**src/huff_pkg.sv**
```systemverilog
package huff_pkg;

    localparam int MEM_WORDS = 2048;
    localparam int ADDR_W = 11;
    localparam int WORD_W = 32;
    localparam int REC_W = 128;
    localparam int HIST_BASE = 0;
    localparam int HIST_ENTRIES = 256;
    localparam int CB_BASE = 1024;
    localparam int CB_WORDS = 4;
    localparam logic [1:0] CB_LAST = 2'(CB_WORDS - 1);

    typedef enum logic [2:0] {
        MODE_IDLE,
        MODE_CLEAR,
        MODE_COUNT,
        MODE_LOAD,
        MODE_QUERY_HIST,
        MODE_QUERY_CB
    } mode_e;

    typedef enum logic {
        RSP_HIST,
        RSP_CB
    } rsp_kind_e;

    // code is msb-aligned, word 0 carries len and the top of code
    typedef struct packed {
        logic [7:0] len;
        logic [119:0] code;
    } cb_entry_t;

    typedef struct packed {
        logic write;
        logic [ADDR_W-1:0] addr;
        logic [1:0] cnt_m1;
        logic [REC_W-1:0] data;
    } rec_req_t;

    typedef struct packed {
        logic write;
        logic [ADDR_W-1:0] addr;
        logic [WORD_W-1:0] wdata;
    } mem_req_t;

    typedef struct packed {
        logic [7:0] sym;
        rsp_kind_e kind;
        logic [REC_W-1:0] data;
    } query_rsp_t;

    function automatic logic [ADDR_W-1:0] hist_addr(input logic [7:0] sym);
        return ADDR_W'(HIST_BASE + int'(sym));
    endfunction

    function automatic logic [ADDR_W-1:0] cb_addr(input logic [7:0] sym);
        return ADDR_W'(CB_BASE + CB_WORDS * int'(sym));
    endfunction

endpackage
```
**src/symbol_lookup.sv**
```systemverilog
module symbol_lookup (
    input  logic clk,
    input  logic rst,
    input  huff_pkg::mode_e mode_i,
    input  logic q_valid_i,
    input  logic [7:0] q_sym_i,
    output logic q_ready_o,
    output logic rsp_valid_o,
    output huff_pkg::query_rsp_t rsp_o,
    output logic rec_valid_o,
    output huff_pkg::rec_req_t rec_o,
    input  logic rec_ready_i,
    input  logic rec_done_i,
    input  logic [huff_pkg::REC_W-1:0] rec_rdata_i
);

    logic busy_q;
    logic sent_q;
    logic [7:0] sym_q;
    huff_pkg::rsp_kind_e kind_q;
    logic is_cb;

    assign is_cb = (kind_q == huff_pkg::RSP_CB);
    assign q_ready_o = !busy_q && (mode_i == huff_pkg::MODE_QUERY_HIST ||
                                   mode_i == huff_pkg::MODE_QUERY_CB);
    assign rec_valid_o = busy_q && !sent_q;

    // count is one word, entry is four
    assign rec_o.write = 1'b0;
    assign rec_o.addr = is_cb ? huff_pkg::cb_addr(sym_q) : huff_pkg::hist_addr(sym_q);
    assign rec_o.cnt_m1 = is_cb ? huff_pkg::CB_LAST : 2'd0;
    assign rec_o.data = '0;

    always_ff @(posedge clk) begin
        if (q_valid_i && q_ready_o) begin
            sym_q <= q_sym_i;
            kind_q <= (mode_i == huff_pkg::MODE_QUERY_CB) ? huff_pkg::RSP_CB
                                                          : huff_pkg::RSP_HIST;
        end
        if (rec_done_i) begin
            rsp_o.sym <= sym_q;
            rsp_o.kind <= kind_q;
            rsp_o.data <= rec_rdata_i;
        end
    end

    always_ff @(posedge clk or posedge rst) begin
        if (rst) begin
            busy_q <= 1'b0;
            sent_q <= 1'b0;
            rsp_valid_o <= 1'b0;
        end else begin
            rsp_valid_o <= rec_done_i;
            if (q_valid_i && q_ready_o) begin
                busy_q <= 1'b1;
            end else if (rec_done_i) begin
                busy_q <= 1'b0;
            end
            if (rec_valid_o && rec_ready_i) begin
                sent_q <= 1'b1;
            end else if (rec_done_i) begin
                sent_q <= 1'b0;
            end
        end
    end

endmodule

```
**config.mk**
```make
export PLATFORM = sky130hd
export DESIGN_NAME = symbol_lookup
export DESIGN_NICKNAME = d
export VERILOG_FILES = /design/src/huff_pkg.sv /design/src/symbol_lookup.sv
export SDC_FILE = /design/constraint.sdc
export NUM_CORES = 1
export LEC_CHECK = 0
export ABC_AREA = 0
export BUFFER_PORTS_ARGS = -buffer_cell sky130_fd_sc_hd__buf_2
export CORE_AREA = 2 2 167 169
export DETAILED_ROUTE_END_ITERATION = 8
export DIE_AREA = 0 0 169 171
export GPL_TIMING_DRIVEN = 0
export PLACE_DENSITY = 0.49
export SLEW_MARGIN = 25
export SYNTH_ARGS = -nofsm -noshare
export SYNTH_HDL_FRONTEND = slang
export SYNTH_SLANG_ARGS = --single-unit
```
**constraint.sdc**
```tcl
create_clock -name clk -period 1.85 [get_ports clk]
set_clock_uncertainty 0.1 [all_clocks]
set_input_delay 0.185 -clock clk [delete_from_list [all_inputs] [get_ports clk]]
set_output_delay 0.185 -clock clk [all_outputs]
set_load 0.05 [all_outputs]
```
==> results.tsv <==
stage	metric	value	unit
cts	cts-root-buf	clkbuf_16	
route	drtPass1Iterations	4	
sta	relSlewSlack	64.9	%
sta	min_period	1.80	ns
critical_path	cp.required	1.56	ns
yosys	synthTopCellsByArea	edfxtp_1 (78%), buf_4 (18%), mux2_4 (1.6%), dfrtp_1 (1.3%), and2_1 (0.22%)	
sta	fin_crit_sh	97.3	%
critical_path	path_class	register to output pin	
route	ant_nets	0	
yosys	ys_seq_area_share	79.1	%
pwr	cellLeakagePower	4.77	nW
global_route	grt_max_degree	79	
yosys	syn_area	5640	sq um
global_route	grtUsageTotal	11.2	%
hold_path	holdCritPathClass	primary input to register	
place	dpl.hpwl	12400	microns
sta	rsz0062_at_grt	false	
yosys	syn_inst	301	
yosys	synth_edf_count	146	
cts	clk_pin_slew	0.07	ns
pwr	fin_total_pwr	0.00991	W
yosys	ys_warn_count	0	
critical_path	cp-start-kind	register	
sta	drv_slew	0	
global_route	overflow	0	
cts	cts.sinks	149	
cells_and_area	postLayoutCoreUtil	36.9	%
sta	timing.final.ws_setup	0.0506	ns
global_route	grt_pass1_vias	3958	
sta	tightestPinTransition	0.526	ns
die	io_pins	426	
route	routed_wl	17600	microns
yosys	synthArstFlopShare	2.01	%
yosys	synth_top_area_cell	edfxtp_1	
sta	hold_ws	0.0408	ns
status	run_status	finished, final reports clean	
pwr	ir_drop	0.536	mV
critical_path	cp.arrival	1.51	ns
cts	cts-htree-levels	4	
sta	hold_viol_final	0	
hold_path	min-delay-start	rec_done_i	
sta	setup_violations	0	
global_route	antenna_found_initial	1	
critical_path	cp_max_fo	10	
route	wl_per_cell	14.1	microns
cells_and_area	layout.nets	1030	
cts	cts_tree	done	
cts	clkLatencyLatePin	0.42	ns
die	core-area	27300	sq um
yosys	synth_common_cells	edfxtp_1 (146), buf_4 (132), mux2_4 (6)	
yosys	post_synth.cell_area_avg	18.7	sq um
pwr	pwr_density_cell	983	nW/um^2
yosys	synth.top_cell.area_share	77.7	%
cells_and_area	layout-drive-gt1-share	51.9	%
global_route	grt_pass1_wl	23500	microns
critical_path	regToRegStartpoint	busy_q	
job	max_cap_violations	0	
cells_and_area	syn2layout_area_growth	78.6	%
route	drc	0	
die	die-area	28900	sq um
place	portBuffers	296	
yosys	yosysMostFrequentCell	edfxtp_1	
sta	max_freq	556	MHz
route	drt-vias-per-instance	3.34	
critical_path	worstSetupStartpoint	is_cb	
yosys	ys_ff_latch	149	
die	start_util	20.6	%
die	dieHeight	171	microns
route	drt_iter0_markers	257	
place	place_ws	0.349	ns
yosys	ys_types	15	
critical_path	endpoint_kind	output pin	
route	via_count	4162	
die	fp-row-count	61	
yosys	synth_ff_type	edfxtp_1	
cts	cts_made_buffers	17	
cts	cts.path.max_buffers	2	
place	place_congestion	0.708	
die	die_x	169	microns
layout make-up:
type	instances	area (sq um)
fillers	2648	17300
flip-flops and latches	149	4460
repair buffers	438	2940
plain buffers	133	1000
multi-input cells	145	652
well taps	346	433
clock buffers	17	425
clock inverters	15	149
inverters	2	7.51
diodes	1	2.50
through the flow:
step | cell area (sq um) | cells | setup TNS [ns]
after floorplan | 6120 | 429 | 0
after global placement | 8040 | 1071 | -179.01
after detailed placement | 8070 | 1072 | 0
after CTS | 10100 | 1245 | 0
after global routing | 10100 | 1246 | 0
final | 10100 | 1246 | 0
timing repair:
item,in CTS,in global routing
setup endpoints to repair,6,1
resized for setup,5,2
endpoints found under the hold margin,141,0
setup buffers,1,0
hold buffers,140,0
cloned,0,0
final timing paths:
path                                to  slack [ns]  cells after the start
setup / recovery            rec_o[132]        0.05                      3
hold reg to reg             rsp_o[135]        0.38                      0
hold / removal             rsp_valid_o        0.04                      1
max in group asynchronous       sent_q        1.44                      3
min in group asynchronous  rsp_valid_o        0.08                      3
setup reg to reg              sym_q[0]        0.42                      1
placed cells by master, fill, tap and decap left out:
| master | n |
|---|---|
| clkinv_4 | 2 |
| buf_8 | 1 |
| conb_1 | 129 |
| inv_1 | 2 |
| inv_6 | 4 |
| bufinv_16 | 1 |
| a22o_1 | 1 |
| and2b_1 | 1 |
| and4bb_1 | 1 |
| clkinvlp_4 | 2 |
| clkinv_2 | 1 |
| clkinv_1 | 2 |
| buf_4 | 139 |
| clkbuf_16 | 17 |
| diode_2 | 1 |
| buf_6 | 1 |
| inv_8 | 2 |
| and2_1 | 2 |
| buf_16 | 1 |
| nor3b_1 | 1 |
| dfrtp_1 | 3 |
| a21o_1 | 1 |
| nor2b_1 | 2 |
| edfxtp_1 | 146 |
| clkinv_8 | 1 |
| dlygate4sd3_1 | 140 |
| mux2_4 | 6 |
| buf_2 | 289 |
| and3b_1 | 1 |
worst max-delay path, stage by stage (launching register included):
cell	delay, ns
edfxtp_1	0.43
buf_6	0.18
mux2_4	0.29
buf_4	0.19
logic make-up after synthesis:
kind of cell	synth area share (%)
other cells	0.0665
buf+inv	17.9
mux	1.60
compound gates	0.288
simple gates	1.09
flops	79.1
state kept, by name, indices dropped and copies added, names as in the netlist:
signal       cells
busy_q           1
rsp_valid_o      1
rsp_o          137
sent_q           1
is_cb            1
sym_q            8
per-layer routing:
metal	up-vias	part of all wire (%)	GRT usage [%]
li1	1989	-	-
met1	1900	37	11.8
met2	251	51	20.1
met3	22	8.8	4.05
met4	0	2.5	5.02
met5	-	0	0
power breakdown:
| part | internal (W) | switching (W) |
|---|---|---|
| clock network | 0.00189 | 0.00151 |
| logic | 0.000676 | 0.00178 |
| registers | 0.00398 | 0.0000670 |
Power figures use the tool's default switching activity.
