--- src/huff_pkg.sv ---
package huff_pkg;

    localparam int MEM_WORDS = 2048;
    localparam int ADDR_W = 11;
    localparam int WORD_W = 32;
    localparam int REC_W = 128;
    localparam int HIST_BASE = 0;
    localparam int HIST_ENTRIES = 256;
    localparam int CB_BASE = 1024;
    localparam int CB_WORDS = 4;
    localparam logic [1:0] CB_LAST = 2'(CB_WORDS - 1);

    typedef enum logic [2:0] {
        MODE_IDLE,
        MODE_CLEAR,
        MODE_COUNT,
        MODE_LOAD,
        MODE_QUERY_HIST,
        MODE_QUERY_CB
    } mode_e;

    typedef enum logic {
        RSP_HIST,
        RSP_CB
    } rsp_kind_e;

    // code is msb-aligned, word 0 carries len and the top of code
    typedef struct packed {
        logic [7:0] len;
        logic [119:0] code;
    } cb_entry_t;

    typedef struct packed {
        logic write;
        logic [ADDR_W-1:0] addr;
        logic [1:0] cnt_m1;
        logic [REC_W-1:0] data;
    } rec_req_t;

    typedef struct packed {
        logic write;
        logic [ADDR_W-1:0] addr;
        logic [WORD_W-1:0] wdata;
    } mem_req_t;

    typedef struct packed {
        logic [7:0] sym;
        rsp_kind_e kind;
        logic [REC_W-1:0] data;
    } query_rsp_t;

    function automatic logic [ADDR_W-1:0] hist_addr(input logic [7:0] sym);
        return ADDR_W'(HIST_BASE + int'(sym));
    endfunction

    function automatic logic [ADDR_W-1:0] cb_addr(input logic [7:0] sym);
        return ADDR_W'(CB_BASE + CB_WORDS * int'(sym));
    endfunction

endpackage
--- src/codebook_loader.sv ---
module codebook_loader (
    input  logic clk,
    input  logic rst,
    input  huff_pkg::mode_e mode_i,
    input  logic cb_valid_i,
    input  logic [7:0] cb_sym_i,
    input  huff_pkg::cb_entry_t cb_entry_i,
    output logic cb_ready_o,
    output logic rec_valid_o,
    output huff_pkg::rec_req_t rec_o,
    input  logic rec_ready_i,
    input  logic rec_done_i
);

    logic busy_q;
    logic sent_q;
    logic [7:0] sym_q;
    huff_pkg::cb_entry_t entry_q;

    assign cb_ready_o = !busy_q && (mode_i == huff_pkg::MODE_LOAD);
    assign rec_valid_o = busy_q && !sent_q;

    // whole entry in one four-word write
    assign rec_o.write = 1'b1;
    assign rec_o.addr = huff_pkg::cb_addr(sym_q);
    assign rec_o.cnt_m1 = huff_pkg::CB_LAST;
    assign rec_o.data = entry_q;

    always_ff @(posedge clk) begin
        if (cb_valid_i && cb_ready_o) begin
            sym_q <= cb_sym_i;
            entry_q <= cb_entry_i;
        end
    end

    always_ff @(posedge clk or posedge rst) begin
        if (rst) begin
            busy_q <= 1'b0;
            sent_q <= 1'b0;
        end else begin
            if (cb_valid_i && cb_ready_o) begin
                busy_q <= 1'b1;
            end else if (rec_done_i) begin
                busy_q <= 1'b0;
            end
            if (rec_valid_o && rec_ready_i) begin
                sent_q <= 1'b1;
            end else if (rec_done_i) begin
                sent_q <= 1'b0;
            end
        end
    end

endmodule

--- config.mk ---
export PLATFORM = sky130hd
export DESIGN_NAME = codebook_loader
export DESIGN_NICKNAME = d
export VERILOG_FILES = /design/src/huff_pkg.sv /design/src/codebook_loader.sv
export SDC_FILE = /design/constraint.sdc
export NUM_CORES = 1
export LEC_CHECK = 0
export BUFFER_PORTS_ARGS = -buffer_cell sky130_fd_sc_hd__buf_2
export CAP_MARGIN = 40
export CORE_MARGIN = 5
export CORE_UTILIZATION = 37
export CTS_CLUSTER_DIAMETER = 50
export CTS_CLUSTER_SIZE = 25
export DETAILED_ROUTE_END_ITERATION = 8
export PLACE_DENSITY_LB_ADDON = 0.3
export SETUP_SLACK_MARGIN = 0.3
export SYNTH_ARGS = -nofsm -noshare
export SYNTH_HDL_FRONTEND = slang
export SYNTH_SLANG_ARGS = --single-unit
--- constraint.sdc ---
create_clock -name clk -period 7.3 [get_ports clk]
set_input_delay 1.095 -clock clk [delete_from_list [all_inputs] [get_ports clk]]
set_output_delay 1.095 -clock clk [all_outputs]
set_load 0.01 [all_outputs]
==> out/metrics.csv <==
stage,metric,value,unit
routing,detailed router's first-iteration violation count,160,
routing,detailed-route vias per instance,4.32,
finish,highest-count cells in the layout ignoring fill and taps,"281 x buf_2, 136 x edfxtp_1, 17 x clkbuf_16",
timing,final total negative setup slack,0,ns
critical_path,setup slack on the worst flop-to-flop path,5.56,ns
min_path,worst min-delay path class,input port to asynchronous set/reset pin,
synth,library cell occupying the most area in the post-synthesis netlist,edfxtp_1,
finish,share of cells above drive strength 1,67.0,%
floorplan,die boundary height,117,um
routing,number of routed nets with antenna violations,0,
critical_path,cells along the critical path,buf_2 -> nand3b_1 -> nor2_1 -> buf_2,
clock_tree,H-tree depth,4,
clock_tree,total CTS buffers,17,
synth,post-synth top area share,96.2,%
power,Clk network pwr share,45.4,%
synth,portion of the post-synthesis area used by sequential elements,97.3,%
critical_path,Reg-to-Reg End,rec_o[116],
finish,antenna cell count,0,
clock_tree,CTS tree,built,
timing,final critical-path share of the clock period,38.2,%
timing,total count of max-transition violations in the final report,0,
critical_path,Critical Path Slowest Stage Cell,nand3b_1,
power,leakage component of the power,2.70,nW
timing,slew at the pin with the worst max-slew slack,0.617,ns
timing,max frequency,0.359,GHz
routing,average wire per cell in the routed design,18.2,um
routing,Routed Wire Length,11100,um
global_route,All-Layer GR Usage,15.5,%
power,switching power,341,uW
routing,total DRC errors in the routed layout,0,
critical_path,termination of the worst setup path,cb_ready_o,
placement,final weighted congestion in routability-driven placement,0.757,
placement,input/output buffers,281,
clock_tree,Skew-Pair Late Insertion Delay,0.40,ns
critical_path,CP peak stage delay,0.23,ns
critical_path,endpoint arrival time on the critical path,1.69,ns
global_route,global-route congestion overflow total,0,
global_route,number of antenna violations at the first check in global routing,2,
placement,placed wire-length estimate,8840,um
clock_tree,clock input transition at the sequential cells of the worst setup and hold paths,0.05,ns
power,combinational group share of total power,4.0,%
routing,routed via count,2646,
critical_path,startpoint type of the worst setup path,input port,
critical_path,first element of the critical path,mode_i[2],
finish,post-synthesis to final-layout area growth,51.0,%
power,proportion of power drawn by flip-flops and latches,50.6,%
floorplan,starting density of the core,37.5,%
power,peak supply drop,0.000213,V
clock_tree,Post CTS Setup Buffer Count,0,
critical_path,most numerous cell on the critical path,buf_2,
clock_tree,number of hold buffers added after cts,0,
routing,Detailed Routing Iterations Pass 1,4,
timing,worst-case clock skew,0.00647,ns
clock_tree,total number of clock tree sinks,138,
finish,count of nets after finishing,600,
power,share of total power consumed by net switching,19.3,%
synth,synthesis warning total,0,
synth,"Cell Area, Synth",4250,sq um
finish,"leading cell type in the layout, fill and taps excluded",buf_2,
clock_tree,worst-case clock buffer depth,2,
floorplan,Die Area,13700,sq um
synth,Cells after Synth,155,
placement,Post-Place Worst Slack,4.51,ns
global_route,pin count of the biggest net entering global routing,61,
critical_path,Worst Path Required,6.20,ns
critical_path,startpoint of the worst register-to-register path,busy_q,
timing,number of failing setup endpoints in the final timing report,0,
timing,final hold violations,0,
timing,min setup slack post-route,4.51,ns
floorplan,horizontal die dimension,117,um
power,Internal Power,1.42,mW
timing,worst slew slack as a fraction of its limit,58.9,%
clock_tree,clock root buffer master,clkbuf_16,
timing,RSZ-0062 raised after global routing,no,
synth,number of register bits inferred by synthesis,138,
synth,synth top area cells,"edfxtp_1 96%, dfrtp_1 1.2%, buf_4 1.1%, nor2b_4 0.32%, a22o_1 0.21%",
global_route,vias in the first global route,2790,
critical_path,critical path peak fanout,3,
floorplan,Row Count,39,
timing,final critical path time including I/O delays and setup,2.79,ns
global_route,wire length of the first global-routing pass,15000,um
synth,mean instance size in the synthesized netlist,27.4,sq um
critical_path,number of cells on the worst reg-to-reg path,4,
critical_path,CP endpoint kind,primary output,
run_status,result of the run,"finished, final reports clean",
critical_path,category of the most critical setup path,input port to primary output,
synth,number of distinct library cell variants in the gate-level netlist after synthesis,11,
floorplan,placeable core area,11300,sq um
power,power per cell area,275,nW/um^2
clock_tree,Post-CTS Resized,0,
job,number of max-capacitance violations reported,0,
floorplan,number of I/O pins,288,
==> routing by layer <==
layer	track usage [%]	wire (um)	vias up
met5	0	21	-
met4	7.42	231	4
met3	7.66	1320	18
met2	25.4	5830	163
met1	17.0	3730	1252
li1	-	-	1209
==> stage by stage <==
stage | hold slack (ns) | area, sq um | util [%] | instances | power, mW
detailed placement | 0.552 | 5850 | 51.7 | 580 | 0.981
finish | 0.530 | 6410 | 56.7 | 612 | 1.76
global route | 0.520 | 6410 | 56.7 | 612 | 1.83
CTS | 0.506 | 6410 | 56.7 | 612 | 1.79
global placement | 0.519 | 5820 | 51.4 | 579 | 0.977
floorplan | 0.492 | 4260 | - | 159 | 0.930
==> worst min-delay path by stage <==
stage | startpoint | endpoint | slack, ns | depth (start not counted)
finish | rst | sent_q | 0.53 | 2
global route | rst | sent_q | 0.52 | 2
floorplan | busy_q | busy_q | 0.49 | 1
global placement | busy_q | busy_q | 0.52 | 1
detailed placement | busy_q | busy_q | 0.55 | 1
CTS | rst | sent_q | 0.51 | 2
==> power groups by stage <==
stage	clock, mW	combinational (mW)	sequential (mW)
2_1_floorplan	0	0.0117	0.918
3_3_place_gp	0	0.0686	0.908
3_5_place_dp	0	0.0724	0.909
4_1_cts	0.822	0.0725	0.892
5_1_grt	0.864	0.0782	0.893
6_report	0.801	0.0713	0.892
==> synthesized netlist by cell type <==
library cell  number
edfxtp_1         136
buf_4              6
conb_1             2
dfrtp_1            2
inv_1              2
nor2_1             2
a22o_1             1
nand2b_1           1
nand3b_1           1
nor2b_4            1
o2bb2ai_1          1
==> worst max-delay path, delay by kind of cell <==
| kind | cells | cell delay [ns] |
|---|---|---|
| AND/OR/NAND/NOR | 2 | 0.36 |
| buffers and inverters | 2 | 0.23 |
==> cell type report <==
type                            count  area (sq um)
Tap cell                          143           179
Inverter                            2          7.51
Fill cell                         930          4910
Timing Repair Buffer              284          1450
Sequential cell                   138          4130
Clock buffer                       19           433
Multi-Input combinational cell     13          82.6
Clock inverter                     13           129
==> flip-flops by register name, summed over array words and instances (netlist names) <==
register,flops
rec_o,128
sym_q,8
busy_q,1
sent_q,1
==> cells by family after synthesis <==
logic type / share of synthesized area [%]
AND/OR/NAND/NOR: 0.825
buffers and inverters: 1.24
other: 0.177
flip-flops: 97.3
AO/OA/AOI/OAI: 0.413
Power figures use the tool's default switching activity.
