**src/huff_pkg.sv**
```systemverilog
package huff_pkg;

    localparam int MEM_WORDS = 2048;
    localparam int ADDR_W = 11;
    localparam int WORD_W = 32;
    localparam int REC_W = 128;
    localparam int HIST_BASE = 0;
    localparam int HIST_ENTRIES = 256;
    localparam int CB_BASE = 1024;
    localparam int CB_WORDS = 4;
    localparam logic [1:0] CB_LAST = 2'(CB_WORDS - 1);

    typedef enum logic [2:0] {
        MODE_IDLE,
        MODE_CLEAR,
        MODE_COUNT,
        MODE_LOAD,
        MODE_QUERY_HIST,
        MODE_QUERY_CB
    } mode_e;

    typedef enum logic {
        RSP_HIST,
        RSP_CB
    } rsp_kind_e;

    // code is msb-aligned, word 0 carries len and the top of code
    typedef struct packed {
        logic [7:0] len;
        logic [119:0] code;
    } cb_entry_t;

    typedef struct packed {
        logic write;
        logic [ADDR_W-1:0] addr;
        logic [1:0] cnt_m1;
        logic [REC_W-1:0] data;
    } rec_req_t;

    typedef struct packed {
        logic write;
        logic [ADDR_W-1:0] addr;
        logic [WORD_W-1:0] wdata;
    } mem_req_t;

    typedef struct packed {
        logic [7:0] sym;
        rsp_kind_e kind;
        logic [REC_W-1:0] data;
    } query_rsp_t;

    function automatic logic [ADDR_W-1:0] hist_addr(input logic [7:0] sym);
        return ADDR_W'(HIST_BASE + int'(sym));
    endfunction

    function automatic logic [ADDR_W-1:0] cb_addr(input logic [7:0] sym);
        return ADDR_W'(CB_BASE + CB_WORDS * int'(sym));
    endfunction

endpackage
```
**src/hist_counter.sv**
```systemverilog
module hist_counter (
    input  logic clk,
    input  logic rst,
    input  huff_pkg::mode_e mode_i,
    input  logic clear_start_i,
    output logic clear_done_o,
    input  logic byte_valid_i,
    input  logic [7:0] byte_i,
    output logic byte_ready_o,
    output logic rec_valid_o,
    output huff_pkg::rec_req_t rec_o,
    input  logic rec_ready_i,
    input  logic rec_done_i,
    input  logic [huff_pkg::REC_W-1:0] rec_rdata_i
);

    typedef enum logic [2:0] {
        S_IDLE,
        S_CLEAR,
        S_READ,
        S_INC,
        S_WRITE
    } state_e;

    state_e state_q;
    logic [7:0] sym_q;
    logic [huff_pkg::WORD_W-1:0] count_q;
    logic sent_q;

    assign byte_ready_o = (state_q == S_IDLE) && (mode_i == huff_pkg::MODE_COUNT);
    assign rec_valid_o = !sent_q && (state_q == S_CLEAR || state_q == S_READ ||
                                     state_q == S_WRITE);

    // one-word records, write data sits in the first word
    assign rec_o.write = (state_q != S_READ);
    assign rec_o.addr = huff_pkg::hist_addr(sym_q);
    assign rec_o.cnt_m1 = 2'd0;
    assign rec_o.data = {(state_q == S_CLEAR) ? '0 : count_q, 96'd0};

    always_ff @(posedge clk) begin
        if (state_q == S_READ && rec_done_i) begin
            count_q <= rec_rdata_i[huff_pkg::WORD_W-1:0];
        end else if (state_q == S_INC) begin
            // wraps at 2^32
            count_q <= count_q + 1'b1;
        end
    end

    always_ff @(posedge clk or posedge rst) begin
        if (rst) begin
            state_q <= S_IDLE;
            sym_q <= 8'd0;
            sent_q <= 1'b0;
            clear_done_o <= 1'b0;
        end else begin
            if (rec_valid_o && rec_ready_i) begin
                sent_q <= 1'b1;
            end else if (rec_done_i) begin
                sent_q <= 1'b0;
            end
            case (state_q)
                S_IDLE: begin
                    if (mode_i == huff_pkg::MODE_CLEAR && clear_start_i) begin
                        sym_q <= 8'd0;
                        clear_done_o <= 1'b0;
                        state_q <= S_CLEAR;
                    end else if (byte_valid_i && byte_ready_o) begin
                        sym_q <= byte_i;
                        state_q <= S_READ;
                    end
                end
                S_CLEAR: begin
                    if (rec_done_i) begin
                        sym_q <= sym_q + 8'd1;
                        if (int'(sym_q) == huff_pkg::HIST_ENTRIES - 1) begin
                            clear_done_o <= 1'b1;
                            state_q <= S_IDLE;
                        end
                    end
                end
                S_READ: begin
                    if (rec_done_i) begin
                        state_q <= S_INC;
                    end
                end
                S_INC: begin
                    state_q <= S_WRITE;
                end
                default: begin
                    if (rec_done_i) begin
                        state_q <= S_IDLE;
                    end
                end
            endcase
        end
    end

endmodule

```
**config.mk**
```make
export PLATFORM = sky130hd
export DESIGN_NAME = hist_counter
export DESIGN_NICKNAME = d
export VERILOG_FILES = /design/src/huff_pkg.sv /design/src/hist_counter.sv
export SDC_FILE = /design/constraint.sdc
export NUM_CORES = 1
export LEC_CHECK = 0
export BUFFER_PORTS_ARGS = -buffer_cell sky130_fd_sc_hd__buf_2
export CORE_AREA = 2 2 113 115
export CTS_CLUSTER_DIAMETER = 40
export DETAILED_ROUTE_END_ITERATION = 7
export DIE_AREA = 0 0 115 117
export PLACE_DENSITY = 0.68
export SKIP_LAST_GASP = 1
export SYNTH_ARGS = -nofsm -noshare
export SYNTH_HDL_FRONTEND = slang
export SYNTH_SLANG_ARGS = --single-unit
export TNS_END_PERCENT = 10
```
**constraint.sdc**
```tcl
create_clock -name clk -period 2.5 [get_ports clk]
set_clock_uncertainty 0.15 [all_clocks]
set_input_delay 0.5 -clock clk [delete_from_list [all_inputs] [get_ports clk]]
set_output_delay 0.5 -clock clk [all_outputs]
set_load 0.03 [all_outputs]
```
==> results.json <==
{
  "num_rows": 41,
  "critical_path.top_delay_family": "flip-flops",
  "slowest_delay_ps": 580,
  "rsz0062_at_grt": "no",
  "met2_wl_post_dr_um": 3997,
  "worst_pin_slew_ps": 566.7,
  "synth-seq-cells": 45,
  "globalRouteOverflowTotal": 0,
  "status": "finished, final reports clean",
  "synthFlopType": "edfxtp_1",
  "antenna_found_initial": 1,
  "worstSetupPathType": "flop to output port",
  "via_count": 2922,
  "num-nets-final": 678,
  "netlist-cell-type-count": 44,
  "timing.slew.headroom": 0.6213,
  "finalCriticalPeriod_ps": 2362,
  "met3WireLength_um": 664,
  "drive_above_1_share": 0.2237,
  "cts_root_buffer": "clkbuf_16",
  "cp_data_arrival_time_ps": 1710,
  "power.share.sequential": 0.309,
  "die_height_um": 117,
  "ys.warnings.count": 0,
  "drt_wl_total_um": 8375,
  "cts.hold.buffers_added": 0,
  "viasPerCell": 4.284,
  "drt_pre_antenna_iters": 4,
  "grt_start_max_net_pins": 50,
  "postPlaceCellArea_mm2": 0.004016,
  "wl_per_cell_um": 12.28,
  "detailedPlacementHpwl_um": 6306,
  "flow.area_growth_from_synthesis_pct": 12.61,
  "top_layer": "met5",
  "detail_route.drc_violations": 0,
  "synth_enable_flop_cells": 32,
  "async_flop_share": 0.2889,
  "power.share.combinational": 0.525,
  "total_switching_power_mw": 2.095,
  "placeableCoreArea_mm2": 0.01231,
  "grt.total_usage": 0.1231,
  "chipWidth_um": 115,
  "wl_met1_um": 3669,
  "fin_util": 0.3384,
  "tns_ps": 0,
  "cap_viol_max_count": 0,
  "ir_drop_mv": 0.7847,
  "fill_cells": 1328,
  "n_antenna_cell": 0,
  "vias_in_the_first_global_route": 2685,
  "place.port_buffers": 92,
  "worstSetupStartpointType": "flop",
  "io_pins": 290,
  "cts_setup_buffers": 0,
  "worst_skew_pair.late_latency_ps": 290,
  "clk_path_buf_depth": 2,
  "switching_share": 0.5015,
  "finish.instance_area_mm2": 0.004167,
  "area_of_the_mapped_netlist_mm2": 0.003700,
  "cts-htree-levels": 2,
  "final_hold_viol_count": 0,
  "place.gp.congestion": 0.8613,
  "multi_input_comb_area_mm2": 0.001948,
  "post_synth_inst_count": 437,
  "cell_chain_of_the_critical_path": "nor3b_4 -> buf_12 -> nor2b_1 -> buf_2",
  "synth_sequential_area_ratio": 0.3476,
  "tritoncts_num_sinks": 45,
  "critical_path.max_fanout": 41,
  "slowest_stage": "dfrtp_1",
  "clk_transition_reported_paths_ps": 70,
  "cts_inserted_buffers": 5,
  "share_clk_of_total_power": 0.165,
  "max_freq_mhz": 423.4,
  "layout_commonest_cell": "conb_1",
  "drv_slew": 0,
  "hold_path.class": "input pin to async pin",
  "tritoncts_clock_tree": "yes",
  "p_leak_nw": 1.801,
  "grt_first_pass_wirelength_um": 13050,
  "dr.first_iter.drc_count": 130,
  "post_synth.cell_area_avg_um2": 8.466,
  "internal_power_of_the_cells_mw": 2.083,
  "worst_setup_path_end_kind": "output port",
  "initial_core_util": 0.3005,
  "worstPathRequired_ps": 1850,
  "setup_viol": 0,
  "layout_worst_path_cycle_share": 0.9447,
  "regArea_mm2": 0.001286,
  "power_per_unit_of_standard_cell_area_mw_per_mm2": 1003,
  "cts-resized-gates": 0,
  "crit_buf_inv": 2,
  "fp.dieArea_mm2": 0.01346,
  "most-common-layout-cells": "101 x conb_1, 92 x buf_2, 51 x nand2_1",
  "drt.antenna.violating_nets": 0
}
[final cells by class]
class / instances / area share
clock inverter: 3 / 0.006006
multi-input combinational: 368 / 0.4676
tap: 150 / 0.04505
sequential: 45 / 0.3087
timing repair buffer: 102 / 0.1345
clock buffer: 5 / 0.03003
inverter: 9 / 0.008108
[final timing paths]
kind | start | cells after the start | endpoint | slack (ps)
hold / removal | rst | 2 | sym_q[2] | 100
setup reg to reg | count_q[1] | 7 | count_q[18] | 410
max in group asynchronous | rst | 2 | state_q[1] | 1750
hold reg to reg | sent_q | 2 | sent_q | 390
setup / recovery | state_q[0] | 4 | rec_o[118] | 140
min in group clk | rec_ready_i | 3 | sent_q | 280
[cell usage after synthesis, types with 13 or more instances]
library cell / count / share of area
a21oi_1: 16 / 0.022
buf_4: 101 / 0.20
dfrtp_1: 13 / 0.088
edfxtp_1: 32 / 0.26
nand2_1: 51 / 0.052
nand3_1: 19 / 0.026
nor2_1: 31 / 0.031
nor2b_1: 29 / 0.049
o21ai_0: 30 / 0.041
xor2_1: 22 / 0.052
[metal layers]
layer | track usage | vias up
met2 | 0.2145 | 131
met5 | 0 | -
li1 | - | 1476
met4 | 0.02570 | 2
met3 | 0.02987 | 4
met1 | 0.1560 | 1309
[logic make-up (layout without fill, tap and decap cells)]
family,after synthesis,count (layout),synth area share
simple gates,166,166,0.2330
other cells,1,101,0.001014
buf+inv,124,119,0.2296
compound gates,64,64,0.09740
xor+xnor,32,32,0.07575
mux,3,3,0.008792
flops,45,45,0.3476
fa+ha+maj,2,2,0.006763
[metrics by stage]
stage               worst slack, ps  total power, mW  std cells  hold WS (ps)
floorplan                     269.0            2.994        537         227.0
global placement              436.3            3.483        674         379.8
detailed placement            396.0            3.509        674         374.8
CTS                           126.9            4.209        682         119.5
global route                  10.68            4.471        682         145.4
finish                        138.1            4.178        682         98.10
[registers in the layout, indices dropped and copies added (netlist names)]
name and flops:
count_q 32, sym_q 8, state_q 3, clear_done_o 1, sent_q 1
[power by group through the flow]
| stage | logic [mW] | clock network [mW] | registers [mW] |
|---|---|---|---|
| after global placement | 2.19 | 0 | 1.30 |
| after detailed placement | 2.21 | 0 | 1.30 |
| after global routing | 2.40 | 0.738 | 1.33 |
| after floorplan | 1.64 | 0 | 1.36 |
| after CTS | 2.21 | 0.708 | 1.29 |
| final | 2.19 | 0.691 | 1.29 |
[worst reg2reg max path: stages, from the launching register on]
cell and delay (ps):
edfxtp_1 400, ha_1 250, nand3_4 150, nor4_4 290, buf_4 210, nand4_1 120
xor2_1 160, a21oi_1 90
No activity file was read; power rests on OpenSTA's default activity.
