<file path="src/huff_pkg.sv">
package huff_pkg;

    localparam int MEM_WORDS = 2048;
    localparam int ADDR_W = 11;
    localparam int WORD_W = 32;
    localparam int REC_W = 128;
    localparam int HIST_BASE = 0;
    localparam int HIST_ENTRIES = 256;
    localparam int CB_BASE = 1024;
    localparam int CB_WORDS = 4;
    localparam logic [1:0] CB_LAST = 2'(CB_WORDS - 1);

    typedef enum logic [2:0] {
        MODE_IDLE,
        MODE_CLEAR,
        MODE_COUNT,
        MODE_LOAD,
        MODE_QUERY_HIST,
        MODE_QUERY_CB
    } mode_e;

    typedef enum logic {
        RSP_HIST,
        RSP_CB
    } rsp_kind_e;

    // code is msb-aligned, word 0 carries len and the top of code
    typedef struct packed {
        logic [7:0] len;
        logic [119:0] code;
    } cb_entry_t;

    typedef struct packed {
        logic write;
        logic [ADDR_W-1:0] addr;
        logic [1:0] cnt_m1;
        logic [REC_W-1:0] data;
    } rec_req_t;

    typedef struct packed {
        logic write;
        logic [ADDR_W-1:0] addr;
        logic [WORD_W-1:0] wdata;
    } mem_req_t;

    typedef struct packed {
        logic [7:0] sym;
        rsp_kind_e kind;
        logic [REC_W-1:0] data;
    } query_rsp_t;

    function automatic logic [ADDR_W-1:0] hist_addr(input logic [7:0] sym);
        return ADDR_W'(HIST_BASE + int'(sym));
    endfunction

    function automatic logic [ADDR_W-1:0] cb_addr(input logic [7:0] sym);
        return ADDR_W'(CB_BASE + CB_WORDS * int'(sym));
    endfunction

endpackage
</file>
<file path="src/record_sequencer.sv">
module record_sequencer (
    input  logic clk,
    input  logic rst,
    input  logic rec_valid_i,
    input  huff_pkg::rec_req_t rec_i,
    output logic rec_ready_o,
    output logic rec_done_o,
    output logic [huff_pkg::REC_W-1:0] rec_rdata_o,
    output huff_pkg::mem_req_t mem_req_o,
    output logic mem_go_o,
    input  logic mem_busy_i,
    input  logic [huff_pkg::WORD_W-1:0] mem_rdata_i
);

    typedef enum logic [1:0] {
        S_IDLE,
        S_GO,
        S_WAIT
    } state_e;

    state_e state_q;
    huff_pkg::rec_req_t rec_q;
    logic [1:0] beat_q;
    logic [huff_pkg::REC_W-1:0] rdata_q;
    logic busy_last_q;
    logic beat_end;
    logic last_beat;
    logic [1:0] issue_idx;
    logic [huff_pkg::ADDR_W-1:0] beat_off;
    logic [huff_pkg::WORD_W-1:0] wr_word;

    // busy falling edge closes the beat in flight
    assign beat_end = (state_q == S_WAIT) && busy_last_q && !mem_busy_i;
    assign last_beat = (beat_q == rec_q.cnt_m1);

    // next beat goes out in the same cycle the previous one ends
    assign issue_idx = (state_q == S_GO) ? beat_q : beat_q + 2'd1;
    assign beat_off = {{(huff_pkg::ADDR_W - 2){1'b0}}, issue_idx};

    always_comb begin
        case (issue_idx)
            2'd0: wr_word = rec_q.data[127:96];
            2'd1: wr_word = rec_q.data[95:64];
            2'd2: wr_word = rec_q.data[63:32];
            default: wr_word = rec_q.data[31:0];
        endcase
    end

    assign mem_req_o.write = rec_q.write;
    assign mem_req_o.addr = rec_q.addr + beat_off;
    assign mem_req_o.wdata = wr_word;
    assign mem_go_o = (state_q == S_GO) || (beat_end && !last_beat);

    assign rec_ready_o = (state_q == S_IDLE);
    assign rec_done_o = beat_end && last_beat;
    // last word lands in 31:0, earlier words shift up
    assign rec_rdata_o = {rdata_q[95:0], mem_rdata_i};

    always_ff @(posedge clk) begin
        if (rec_valid_i && rec_ready_o) begin
            rec_q <= rec_i;
            rdata_q <= '0;
        end else if (beat_end) begin
            rdata_q <= {rdata_q[95:0], mem_rdata_i};
        end
    end

    always_ff @(posedge clk or posedge rst) begin
        if (rst) begin
            state_q <= S_IDLE;
            beat_q <= 2'd0;
            busy_last_q <= 1'b0;
        end else begin
            busy_last_q <= mem_busy_i;
            case (state_q)
                S_IDLE: begin
                    if (rec_valid_i) begin
                        beat_q <= 2'd0;
                        state_q <= S_GO;
                    end
                end
                S_GO: begin
                    state_q <= S_WAIT;
                end
                S_WAIT: begin
                    if (beat_end) begin
                        if (last_beat) begin
                            state_q <= S_IDLE;
                        end else begin
                            beat_q <= beat_q + 2'd1;
                        end
                    end
                end
                default: begin
                    state_q <= S_IDLE;
                end
            endcase
        end
    end

endmodule

</file>
<file path="config.mk">
export PLATFORM = sky130hd
export DESIGN_NAME = record_sequencer
export DESIGN_NICKNAME = d
export VERILOG_FILES = /design/src/huff_pkg.sv /design/src/record_sequencer.sv
export SDC_FILE = /design/constraint.sdc
export NUM_CORES = 1
export LEC_CHECK = 0
export ABC_CLOCK_PERIOD_IN_PS = 12600
export BUFFER_PORTS_ARGS = -buffer_cell sky130_fd_sc_hd__buf_2
export CELL_PAD_IN_SITES_DETAIL_PLACEMENT = 1
export CELL_PAD_IN_SITES_GLOBAL_PLACEMENT = 1
export CORE_MARGIN = 2
export CORE_UTILIZATION = 41
export DETAILED_ROUTE_END_ITERATION = 6
export GPL_TIMING_DRIVEN = 0
export PLACE_DENSITY_LB_ADDON = 0.1
export SYNTH_ARGS = -nofsm -noshare
export SYNTH_HDL_FRONTEND = slang
export SYNTH_SLANG_ARGS = --single-unit
</file>
<file path="constraint.sdc">
create_clock -name clk -period 12.6 [get_ports clk]
set_input_delay 1.26 -clock clk [delete_from_list [all_inputs] [get_ports clk]]
set_output_delay 1.26 -clock clk [all_outputs]
set_load 0.03 [all_outputs]
</file>
==> impl_metrics.py <==
metrics = {
    "sta": {
        "finalCriticalPeriod_ns": 4.87,
        "post-route-period-util_pct": 38.6,
        "slew_headroom_pct": 53.4,
        "tightest_slew_ns": 0.699,
        "report.final.slew_viol_count": 0,
        "timing.hold.ws_ns": 0.452,
        "hold_violations": 0,
        "finClkSkew_ns": 0.0221,
        "setup_tns_ns": 0,
        "fmax_ghz": 0.205,
        "finalSetupViolCount": 0,
        "rsz0062_at_grt": "no",
    },
    "placement": {
        "place_congestion": 0.769,
        "io_buffer_count": 352,
        "dp.cells": 1550,
        "post-dp-hpwl_mm": 22.7,
    },
    "clocking": {
        "cts_resized": 0,
        "clk_pin_slew_ns": 0.06,
        "clk_path_buf_depth": 3,
        "clockRootBuffer": "clkbuf_16",
        "postCtsHoldBufs": 0,
        "numClockSinks": 243,
        "cts_max_level": 1,
        "numCtsBuffers": 27,
        "cts_tree": "built",
        "post_cts.repair.setup_buffers": 0,
        "clk_latency_ns": 0.53,
    },
    "final_layout": {
        "final_cells": 1608,
        "fillerInstances": 2686,
        "area_growth_pct": 31.6,
        "nets": 1441,
        "layout-drive-gt1-share_pct": 37.2,
    },
    "route": {
        "drtIter0Drc": 312,
        "via_count": 8007,
        "routed_via_density": 4.98,
        "wirelength_mm": 30.3,
        "postRouteAntennaNets": 0,
        "drt_pre_antenna_iters": 4,
        "drc": 0,
        "wire_per_inst_um": 18.9,
    },
    "worst_hold_path": {
        "hold_class": "reg -> reg",
        "holdCritStartpoint": "rdata_q[82]",
        "hold_path_end": "rdata_q[82]",
        "hold_depth": 2,
    },
    "synthesis": {
        "synth_area_leaders": "edfxtp_1, dfxtp_1, nand2_1",
        "async_reset_ff_share_pct": 2.06,
        "ys_warn_count": 0,
        "syn_nets": 1058,
        "synth_edf_count": 142,
        "synthFlopType": "edfxtp_1",
        "ys_seq_elements": 243,
        "synth.largest_area_cell": "edfxtp_1",
        "synth_top_area_share_pct": 43.6,
        "postSynthAreaPerCell_um2": 11.2,
        "synth_cells": 877,
        "ys_seq_area_share_pct": 64.5,
        "yosysUniqueCellTypes": 37,
        "synthesis.area_um2": 9790,
    },
    "setup_path": {
        "reg2reg_to": "rdata_q[91]",
        "start_kind": "flip-flop",
        "reg2reg_depth": 6,
        "r2r_setup_slack_ns": 10.64,
        "cp_data_arrival_time_ns": 3.61,
        "critical_path_class": "reg -> out",
        "cp-end-kind": "primary output",
        "worstPathMaxFanout": 10,
        "reg2reg_from": "state_q[0]",
        "critPathRequiredTime_ns": 11.34,
    },
    "status": {
        "status": "complete, no violations",
    },
    "power_and_ir_drop": {
        "ir_drop_mv": 0.124,
        "p_per_area_nw_per_um2": 229,
        "leakage_nw": 5.37,
    },
    "floorplanning": {
        "die_area_um2": 25100,
        "start_util_pct": 41.7,
        "die_w_um": 159,
        "die_y_um": 159,
        "ios": 353,
        "fp.coreArea_um2": 23500,
        "row_count": 56,
    },
    "global_route": {
        "grt_util_all_layers_pct": 23.4,
        "grt_pass1_wl_mm": 45.1,
        "grt_max_degree": 58,
        "antenna_found_initial": 9,
        "grt_pass1_vias": 8279,
        "grt-ovfl-total": 0,
    },
    "run": {
        "maxCapViolCount": 0,
    },
}
==> synth_stat cells, types with 16 or more instances <==
master and count:
clkbuf_1 29, buf_4 40, a2bb2oi_1 32, nand2_1 231, maj3_2 18, o21ai_0 24
dfxtp_1 96, buf_2 22, nand3_1 16, o221ai_1 32, a21oi_1 96, inv_1 23
edfxtp_1 142
==> state kept, by name, indices dropped and copies added (netlist names) <==
register	count
rec_q	141
rdata_q	96
beat_q	2
state_q	2
busy_last_q	1
mem_req_o	1
==> routing by layer <==
layer | vias up | global-route usage (%) | routed length (µm)
li1 | 3834 | - | -
met1 | 3846 | 28.8 | 12400
met2 | 271 | 40.7 | 14900
met3 | 54 | 5.72 | 2080
met4 | 2 | 7.08 | 865
met5 | - | 0 | 13
==> final cells by class <==
type / instances / area (µm²) / share of cell area, %
Antenna cell: 8 / 20.0 / 0.155
Buffer: 95 / 534 / 4.15
Clock buffer: 47 / 832 / 6.46
Clock inverter: 3 / 20.0 / 0.155
Inverter: 23 / 86.3 / 0.670
Multi-Input combinational cell: 516 / 2860 / 22.2
Sequential cell: 243 / 6310 / 49.0
Tap cell: 319 / 399 / 3.10
Timing Repair Buffer: 354 / 1820 / 14.1
==> where the power goes <==
group,internal (mW),switching (mW)
clock network,0.445,0.305
logic,0.337,0.761
registers,1.02,0.0811
total,1.80,1.15
==> cells by family (layout without fill, tap and decap cells) <==
group / count (synthesis) / after routing / synth area share (%)
and+or+nand+nor: 280 / 280 / 11.9
other: 0 / 8 / 0
adders and majority gates: 35 / 35 / 3.96
DFF: 243 / 243 / 64.5
buffers and inverters: 118 / 522 / 6.34
AOI/OAI and AO/OA: 189 / 189 / 12.2
xor gates and xnor gates: 11 / 11 / 0.984
muxes: 1 / 1 / 0.102
==> how the worst max path moves through the flow <==
stage | depth (start not counted) | startpoint | endpoint | slack (ns)
2_1_floorplan | 1 | rec_valid_i | mem_req_o[43] | 7.58
3_5_place_dp | 11 | beat_q[1] | mem_req_o[40] | 8.25
3_3_place_gp | 2 | rec_valid_i | rec_q[106] | 6.17
5_1_grt | 11 | beat_q[1] | mem_req_o[41] | 7.47
4_1_cts | 11 | beat_q[1] | mem_req_o[40] | 7.66
6_report | 11 | beat_q[1] | mem_req_o[40] | 7.73
==> worst max-delay path, stage by stage, from the launching register on <==
cell      delay, ns
dfrtp_1        0.32
buf_2          0.20
clkbuf_1       0.45
buf_1          0.54
nand2_1        0.10
o21ai_0        0.29
fa_1           0.37
nand2_1        0.07
nor2_1         0.21
nand3_1        0.14
xnor2_1        0.17
buf_2          0.22
==> cell usage in the layout, fill, tap and decap left out, types with 2 or more instances in the layout <==
cell	netlist	layout
nand4bb_1	2	2
xor2_1	4	4
and3_1	2	2
a21oi_1	96	96
dfxtp_1	96	96
maj3_1	14	14
a2bb2oi_1	32	32
nand2b_1	14	14
clkbuf_16	0	27
a21o_1	2	2
clkbuf_1	29	40
xnor2_1	7	7
ha_1	2	2
diode_2	0	8
o21ai_1	2	2
edfxtp_1	142	142
o221ai_1	32	32
nand2_1	231	231
buf_4	40	40
nand4_1	2	2
inv_1	23	23
and2_1	3	2
buf_16	0	2
nand3_1	16	16
maj3_2	18	18
clkbuf_8	0	8
nor2_1	3	3
dfrtp_1	5	5
o21ai_0	24	24
buf_1	4	4
buf_2	22	374
==> metrics by stage <==
step / cell area [µm²] / setup WS, ns / power, mW / utilization, %
2_1_floorplan: 9790 / 7.58 / 1.85 / -
3_3_place_gp: 11900 / 6.17 / 2.20 / 50.9
3_5_place_dp: 12000 / 8.25 / 2.22 / 51.2
4_1_cts: 12900 / 7.66 / 2.98 / 54.8
5_1_grt: 12900 / 7.47 / 3.09 / 54.8
6_report: 12900 / 7.73 / 2.94 / 54.9
Note: power is estimated with default switching activity, not from simulation.
